**config.mk**
```make
export PLATFORM = sky130hd
export DESIGN_NAME = customInstructionCore
export DESIGN_NICKNAME = d
export VERILOG_FILES = /design/src/hdl/ciPkg.sv /design/src/hdl/clockingPkg.sv /design/src/hdl/byteSwapUnit.sv /design/src/hdl/ciResultMerger.sv /design/src/hdl/customInstructionCore.sv /design/src/hdl/microDelayUnit.sv /design/src/hdl/resetSequencer.sv
export SDC_FILE = /design/constraint.sdc
export NUM_CORES = 1
export LEC_CHECK = 0
export BUFFER_PORTS_ARGS = -buffer_cell sky130_fd_sc_hd__buf_4
export CAP_MARGIN = 20
export CORE_MARGIN = 5
export CORE_UTILIZATION = 42
export DETAILED_ROUTE_END_ITERATION = 7
export GPL_TIMING_DRIVEN = 0
export PLACE_DENSITY = 0.67
export REMOVE_ABC_BUFFERS = 1
export SLEW_MARGIN = 20
export SYNTH_ARGS = -nofsm -noshare
export SYNTH_HDL_FRONTEND = slang
export SYNTH_SLANG_ARGS = --single-unit
```
**constraint.sdc**
```tcl
create_clock -name s_systemClock -period 1.8 [get_ports s_systemClock]
set_input_delay 0.09 -clock s_systemClock [delete_from_list [all_inputs] [get_ports s_systemClock]]
set_output_delay 0.09 -clock s_systemClock [all_outputs]
set_load 0.005 [all_outputs]
```
**src/hdl/ciPkg.sv**
```systemverilog
`default_nettype none

package ciPkg;

  // operand and result word of the custom-instruction port
  typedef logic [31:0] ciWord_t;

  // custom-instruction number as driven on ciN
  typedef logic [7:0] ciOpcode_t;

  // instruction numbers decoded by the units
  localparam ciOpcode_t swapOpcode  = 8'd1;
  localparam ciOpcode_t delayOpcode = 8'd6;

  // operand B bit that selects swapping inside each halfword
  localparam int swapModeBit = 0;

endpackage

`default_nettype wire

```
**src/hdl/clockingPkg.sv**
```systemverilog
`default_nettype none

package clockingPkg;

  // cycles the core stays in reset once the clock source is locked
  localparam int resetCycles = 16;

  // one bit above the count range, used as the terminal flag
  typedef logic [$clog2(resetCycles):0] resetCount_t;

  // system clocks per microsecond, kept small for short simulations
  localparam int cyclesPerMicrosecond = 4;

  typedef logic [$clog2(cyclesPerMicrosecond)-1:0] prescale_t;

  typedef enum logic {
    delayIdle,
    delayCounting
  } delayState_t;

endpackage

`default_nettype wire

```
**src/hdl/byteSwapUnit.sv**
```systemverilog
`timescale 1ns/1ps
`default_nettype none

module byteSwapUnit (
  input  logic             ciStart,
  input  ciPkg::ciOpcode_t ciN,
  input  ciPkg::ciWord_t   ciDataA,
  input  ciPkg::ciWord_t   ciDataB,
  input  logic             coreReset,
  output logic             swapDone,
  output ciPkg::ciWord_t   swapResult
);

  import ciPkg::*;

  ciWord_t fullReverse;
  ciWord_t halfSwap;
  logic    halfMode;

  assign halfMode = ciDataB[swapModeBit];

  // byte 3 becomes byte 0 and so on
  assign fullReverse = {ciDataA[7:0], ciDataA[15:8], ciDataA[23:16], ciDataA[31:24]};

  // only the two bytes of each halfword change places
  assign halfSwap = {ciDataA[23:16], ciDataA[31:24], ciDataA[7:0], ciDataA[15:8]};

  // single cycle, done in the start cycle
  assign swapDone = ciStart && (ciN == swapOpcode) && !coreReset;

  always_comb begin
    if (!swapDone) begin
      // zero keeps the OR merge clean
      swapResult = '0;
    end else if (halfMode) begin
      swapResult = halfSwap;
    end else begin
      swapResult = fullReverse;
    end
  end

endmodule

`default_nettype wire

```
**src/hdl/ciResultMerger.sv**
```systemverilog
`timescale 1ns/1ps
`default_nettype none

module ciResultMerger (
  input  logic           s_systemClock,
  input  logic           coreReset,
  input  logic           swapDone,
  input  ciPkg::ciWord_t swapResult,
  input  logic           delayDone,
  input  ciPkg::ciWord_t delayResult,
  output logic           ciDone,
  output ciPkg::ciWord_t ciResult
);

  import ciPkg::*;

  logic    mergedDone;
  ciWord_t mergedResult;

  // units that are not selected drive zero, so a plain OR is enough
  assign mergedDone   = swapDone | delayDone;
  assign mergedResult = swapResult | delayResult;

  always_ff @(posedge s_systemClock or posedge coreReset) begin
    if (coreReset) begin
      ciDone <= 1'b0;
    end else begin
      ciDone <= mergedDone;
    end
  end

  // result holds until the next done
  always_ff @(posedge s_systemClock or posedge coreReset) begin
    if (coreReset) begin
      ciResult <= '0;
    end else if (mergedDone) begin
      ciResult <= mergedResult;
    end
  end

endmodule

`default_nettype wire

```
**src/hdl/customInstructionCore.sv**
```systemverilog
`timescale 1ns/1ps
`default_nettype none

module customInstructionCore (
  input  logic             s_systemClock,
  input  logic             s_pllLocked,
  input  logic             ciStart,
  input  ciPkg::ciOpcode_t ciN,
  input  ciPkg::ciWord_t   ciDataA,
  input  ciPkg::ciWord_t   ciDataB,
  output logic             ciDone,
  output ciPkg::ciWord_t   ciResult,
  output logic             peripheralResetN
);

  import ciPkg::*;

  logic    coreReset;
  logic    swapDone;
  logic    delayDone;
  ciWord_t swapResult;
  ciWord_t delayResult;

  resetSequencer sequencer (
    .s_systemClock    (s_systemClock),
    .s_pllLocked      (s_pllLocked),
    .coreReset        (coreReset),
    .peripheralResetN (peripheralResetN)
  );

  // opcode 1
  byteSwapUnit swapUnit (
    .ciStart    (ciStart),
    .ciN        (ciN),
    .ciDataA    (ciDataA),
    .ciDataB    (ciDataB),
    .coreReset  (coreReset),
    .swapDone   (swapDone),
    .swapResult (swapResult)
  );

  // opcode 6, blocking
  microDelayUnit delayUnit (
    .s_systemClock (s_systemClock),
    .coreReset     (coreReset),
    .ciStart       (ciStart),
    .ciN           (ciN),
    .ciDataA       (ciDataA),
    .delayDone     (delayDone),
    .delayResult   (delayResult)
  );

  ciResultMerger merger (
    .s_systemClock (s_systemClock),
    .coreReset     (coreReset),
    .swapDone      (swapDone),
    .swapResult    (swapResult),
    .delayDone     (delayDone),
    .delayResult   (delayResult),
    .ciDone        (ciDone),
    .ciResult      (ciResult)
  );

endmodule

`default_nettype wire

```
**src/hdl/microDelayUnit.sv**
```systemverilog
`timescale 1ns/1ps
`default_nettype none

module microDelayUnit (
  input  logic             s_systemClock,
  input  logic             coreReset,
  input  logic             ciStart,
  input  ciPkg::ciOpcode_t ciN,
  input  ciPkg::ciWord_t   ciDataA,
  output logic             delayDone,
  output ciPkg::ciWord_t   delayResult
);

  import ciPkg::*;
  import clockingPkg::*;

  delayState_t delayState;
  prescale_t   prescale;
  ciWord_t     remaining;
  logic        startDelay;
  logic        zeroDelay;
  logic        microTick;
  logic        lastMicro;

  assign startDelay = ciStart && (ciN == delayOpcode) && !coreReset;

  // a zero delay finishes in the start cycle
  assign zeroDelay = startDelay && (ciDataA == '0);

  // last system clock of the current microsecond
  assign microTick = (delayState == delayCounting) &&
                     (prescale == prescale_t'(cyclesPerMicrosecond - 1));

  assign lastMicro = microTick && (remaining == ciWord_t'(1));

  assign delayDone = zeroDelay || lastMicro;

  always_ff @(posedge s_systemClock or posedge coreReset) begin
    if (coreReset) begin
      delayState <= delayIdle;
      prescale   <= '0;
    end else begin
      case (delayState)
        delayIdle: begin
          prescale <= '0;
          if (startDelay && !zeroDelay) begin
            delayState <= delayCounting;
          end
        end
        delayCounting: begin
          if (microTick) begin
            prescale <= '0;
          end else begin
            prescale <= prescale + prescale_t'(1);
          end
          if (lastMicro) begin
            delayState <= delayIdle;
          end
        end
        default: begin
          delayState <= delayIdle;
          prescale   <= '0;
        end
      endcase
    end
  end

  // microseconds still to wait, counted down once per microsecond
  always_ff @(posedge s_systemClock) begin
    if (startDelay) begin
      remaining <= ciDataA;
    end else if (microTick) begin
      remaining <= remaining - ciWord_t'(1);
    end
  end

  // the delay instruction returns nothing
  assign delayResult = '0;

endmodule

`default_nettype wire

```
**src/hdl/resetSequencer.sv**
```systemverilog
`timescale 1ns/1ps
`default_nettype none

module resetSequencer (
  input  logic s_systemClock,
  input  logic s_pllLocked,
  output logic coreReset,
  output logic peripheralResetN
);

  import clockingPkg::*;

  resetCount_t resetCount;
  logic        countDone;

  // top bit sets after resetCycles edges and stays set
  assign countDone = resetCount[$bits(resetCount_t)-1];

  always_ff @(posedge s_systemClock or negedge s_pllLocked) begin
    if (!s_pllLocked) begin
      resetCount <= '0;
    end else if (!countDone) begin
      resetCount <= resetCount + resetCount_t'(1);
    end
  end

  assign coreReset        = ~countDone;
  // peripherals come out of reset together with the core
  assign peripheralResetN = countDone;

endmodule

`default_nettype wire

```
# After elaboration in Yosys (flattened, before gate mapping)
# Cells that the tools add are included.
[totals]
ff_bits = 73
inputBits = 75
out_inout_bits = 34
word_cells = 38
[op_classes]
addsub = 3
n_eq_ne = 4
mux = 10
n_bitwise = 2
n_reduce_logical = 12
[op_table]
columns = ["cell", "count"]
rows = [
  ["32-bit two-way mux", 4],
  ["32-bit by 1-bit == test with 1-bit output (second input constant)", 1],
  ["32-bit logical NOT", 1],
  ["32-bit by 1-bit subtractor with 32-bit output (second input constant)", 1],
  ["8-bit by 1-bit == test with 1-bit output (second input constant)", 1],
  ["8-bit by 3-bit == test with 1-bit output (second input constant)", 1],
  ["1-bit logical AND", 8],
  ["5-bit by 1-bit adder with 5-bit output (second input constant)", 1],
  ["5-bit two-way mux", 1],
  ["2-bit one-hot mux with 2 select lines", 1],
  ["2-bit by 1-bit adder with 2-bit output (second input constant)", 1],
  ["2-bit == test (second input constant)", 1],
  ["1-bit two-way mux", 2],
  ["2-bit two-way mux", 1],
  ["1-bit one-hot mux with 2 select lines", 1],
  ["2-bit nonzero test", 1],
  ["1-bit logical NOT", 1],
  ["1-bit logical OR", 1],
  ["1-bit inverter", 1],
  ["1-bit OR", 1],
]

# Logic depth before layout (Yosys ltp)
[depth]
word_depth = 8
depth_mapped = 9
mapped_depth_nobuf = 7

# Modules after synthesis
# From an unflattened synthesis, not the netlist that was laid out.
[unflattened]
cells_unflattened = 518
hier_area_um2 = 5138.7
[modules_own_cells]
columns = ["module", "instances", "cells_per_inst", "area_per_inst_um2", "seq_area_each_um2"]
rows = [
  ["microDelayUnit", 1, 276, 2590.0, 1036.0],
  ["ciResultMerger", 1, 143, 1468.9, 825.8],
  ["byteSwapUnit", 1, 84, 862.1, 0.0],
  ["resetSequencer", 1, 15, 217.7, 125.1],
]

# Worst setup path before layout
# OpenSTA, ideal clock, no wires.
[synth_path]
kind = "flip-flop to flip-flop"
start = "reg sequencer.resetCount[4]"
end = "reg delayUnit.remaining[0] (enable)"
setup_ps = 389
arrival_time_ps = 2916
required_time_ps = 1411
path_slack_ps = -1505
path_stages_with_launch = 6
n_path_buf = 2
synth_period_minus_slack_ps = 3305
path_cell_list = "dfrtp_1 > nor4b_1 > nand4_1 > clkbuf_1 > clkbuf_1 > nand2_1"
[synth_via]
elab_chain_len = 2
[synth_rtl]
columns = ["element", "line", "text"]
rows = [
  ["start: declaration", "resetSequencer.sv:13", "resetCount_t resetCount;"],
  ["start signal: assignment", "resetSequencer.sv:23", "resetCount <= resetCount + resetCount_t'(1);"],
  ["1-bit logical AND", "microDelayUnit.sv:25", "assign startDelay = ciStart && (ciN == delayOpcode) && !coreReset;"],
  ["2-bit nonzero test (no source line)", "n/a", ""],
  ["end signal: assignment", "microDelayUnit.sv:71", "remaining <= ciDataA;"],
  ["end signal: assignment", "microDelayUnit.sv:73", "remaining <= remaining - ciWord_t'(1);"],
  ["end: declaration", "microDelayUnit.sv:19", "ciWord_t remaining;"],
]
# Every way passes these cells.
# A chain may end at the register's enable or synchronous reset.

# Worst setup path in the final report
[layout_path]
start = "reg delayUnit.remaining[4]"
end = "reg delayUnit.remaining[31], data pin"
[layout_via]
elab_chain_len = 3
[layout_rtl]
columns = ["element", "line", "text"]
rows = [
  ["32-bit by 1-bit subtractor with 32-bit output", "microDelayUnit.sv:73", ""],
  ["32-bit two-way mux", "microDelayUnit.sv:72", "end else if (microTick) begin"],
  ["32-bit two-way mux", "microDelayUnit.sv:70", "if (startDelay) begin"],
]
# Every way passes these cells. The select of a mux whose other input is x is not followed.

==> metrics.txt <==
htree depth 3; Slew Limit Headroom 52.24%; adder-cell share of the synthesized area under 10%; reg2reg start delayUnit.remaining[4]$_DFFE_PP_; worst hold path type in -> async; Routed WL 13050 um; combinational family with the most area after synthesis simple AND/OR/NAND/NOR gates; met2 Track Usage GR a little over a third; worst r2r path cells 5; Synth warnings 0; commonest non-fill, non-tap cell in the layout buf_4; # DRC 0; mux cell area share after synthesis 8.557%; CP max stage delay 0.50 ns; Crit. Startpoint delayUnit.remaining[4]$_DFFE_PP_; crit-path leading delay family simple AND/OR/NAND/NOR gates; num ports around 110; Arrival @ worst endpoint 2.39 ns; CORE AREA 9109 sq um; CTS root buf clkbuf_8; Nets 549; Util after Layout roughly two thirds; diode count 0; DP Worst Slack -1.784 ns; Routability Congestion between 0.8 and 0.9; peak supply drop 0.3048 mV; GRT Util Overall 21.52%; global-route wire length before repair ~19000 um; Fin. Hold Viols 0; setup TNS -15.56 ns; worst clock skew 0.006421 ns; Final WS setup -0.3890 ns; clk_lat worst skew 0.36 ns; flops & latches, synth 73; initial DRC count 310; Max Cap Viol 0; Slew Limit Fails 0; critical path class reg -> reg; syn_area_per_cell 11.10 sq um; die area 11250 sq um; largest net degree at the start of global routing 33; CP Capture Type flop; CP max-delay cell edfxtp_1; vias 3537; outcome finished with violations; area share of the largest cell type after synthesis 26.48%; GR Layer Usage met3 5.222%; compound-cell area share of the yosys netlist 12.63%; power per cell area 594.7 nW/um^2; crit-path cells nor3_2, nand2_4, or2_4, or4_1, a31oi_1; Yosys cell types 39; crit path launch type flop; commonest non-fill, non-tap cells in the layout buf_4 (103), dfrtp_1 (40), mux2i_1 (32), edfxtp_1 (32), xnor2_1 (26); total power approximately 0.0035 W; Syn Inst Count between 300 and 400; max frequency approximately 460 MHz; Worst-Margin Slew approximately 0.71 ns; crit path max fanout 12; final instance count without filler cells ~600; Finish-stage setup viols 59; CTS clock-pin slew for the worst setup and hold paths 0.08 ns; Lkg Pwr 2.542 nW; placed cells 522; port bufs 77; failing checks setup timing; met1 Use GR 27.68%; simple-gate share of the synthesized area 16.11%; crit path buf inv count 0; CTS buffer count 9; gr busiest metal met2; DR WL/cell 22.27 um; Area Growth Syn to Fin 52.73%; first drt pass iteration count 5; Die Y roughly 110 um; # rows 35; initial antenna violation count 0; clk sinks 73; WP data required approximately 2.0 ns; share of cells above drive strength 1 47.79%; Post-DP HPWL 6872 um; number of global-route vias before repair ~3500; Antenna Nets Post-Route 0; unrepaired setup endpoints after global routing yes; Mapped Area 3875 sq um; largest area contributor in the netlist dfrtp_1; Die W roughly 110 um; aggregate global routing overflow 0; fin crit share 121.6%; CTS tree done; Seq/Total Area, Yosys 51.28%; starting density of the core 42.54%; vias per cell slightly above 6; Tmin final approximately 2.2 ns; synth top area cells dfrtp_1 (26%), edfxtp_1 (25%), mux2i_1 (8.3%), o2bb2ai_1 (7.2%), xnor2_1 (5.9%); Stages on worst setup path 5; XOR/XNOR Fraction of Synth Area under 10%; CTS Buffer Depth 2
synthesized netlist by cell type (all sizes together):
library cell,instances
nand3,1
o41ai,2
inv,6
nor3b,2
nor3,12
mux2,1
mux2i,32
o21ai,1
or4,2
buf,5
a21oi,29
and3b,2
nor4,22
a31oi,4
nand3b,2
nor2,41
nor4b,1
o2bb2ai,32
nand4b,2
ha,4
xor2,3
nor2b,1
or3,3
edfxtp,32
dfrtp,41
nand4,7
clkbuf,16
nand2b,3
xnor2,26
and2,1
a31o,1
or2,2
o31ai,1
nand2,9
worst paths after layout:
check                                                       end  slack [ns]
max                           delayUnit.remaining[31]$_DFFE_PP_       -0.39
min                         sequencer.resetCount[3]$_DFFE_PN0N_        0.06
max reg2reg                   delayUnit.remaining[31]$_DFFE_PP_       -0.39
min reg2reg                     merger.ciResult[16]$_DFFE_PN0P_        0.43
max in group asynchronous       merger.ciResult[24]$_DFFE_PN0P_        1.04
min in group s_systemClock      merger.ciResult[26]$_DFFE_PN0P_        0.06
cells by family after synthesis:
group                      after synthesis
AOI/OAI and AO/OA                       70
buffers and inverters                   27
xor gates and xnor gates                29
muxes                                   33
adders and majority gates                4
DFF                                     73
and+or+nand+nor                        113
what timing repair did:
item,in CTS,in global routing
setup buffers,21,19
hold endpoints to repair,5,0
gates cloned,7,4
gates resized for setup,76,62
endpoints found under the setup margin,98,94
pin swaps,15,42
hold buffers,1,0
worst register-to-register path: stages, from the launching register on:
cell and delay [ns]:
edfxtp_1 0.50, nor3_2 0.34, nand2_4 0.21, or2_4 0.32, or4_1 0.49, a31oi_1 0.18
per-stage QoR:
step / cell area (sq um) / hold slack [ns]
floorplan: 3759 / -0.2056
global placement: 4476 / -0.1054
detailed placement: 4561 / -0.1029
CTS: 5421 / 0.04747
global route: 5918 / 0.06348
finish: 5918 / 0.06035
power by group:
group	total (W)	switching [W]	internal (W)
logic	0.000298	0.000138	0.000161
clock network	0.00145	0.000658	0.000791
registers	0.00177	0.0000186	0.00175
state kept, by name, summed over array words and instances (netlist names):
signal                flops
delayUnit.remaining      32
sequencer.resetCount      5
merger.ciResult          32
merger.ciDone             1
delayUnit.delayState      1
delayUnit.prescale        2
metal layers:
metal  vias to the layer above  share of wire (%)
met5                         -                  0
met4                         0                4.7
met3                        44                7.5
met2                       191                 49
met1                      1740                 39
li1                       1562                  -
layout make-up:
cell class | count | area [sq um]
Clock buffer | 14 | 216.5
Clock inverter | 2 | 11.26
Fill cell | 664 | 3191
Inverter | 6 | 22.52
Multi-Input combinational cell | 256 | 2410
Sequential cell | 73 | 1991
Tap cell | 111 | 138.9
Timing Repair Buffer | 124 | 1129
Note: power is estimated with default switching activity, not from simulation.
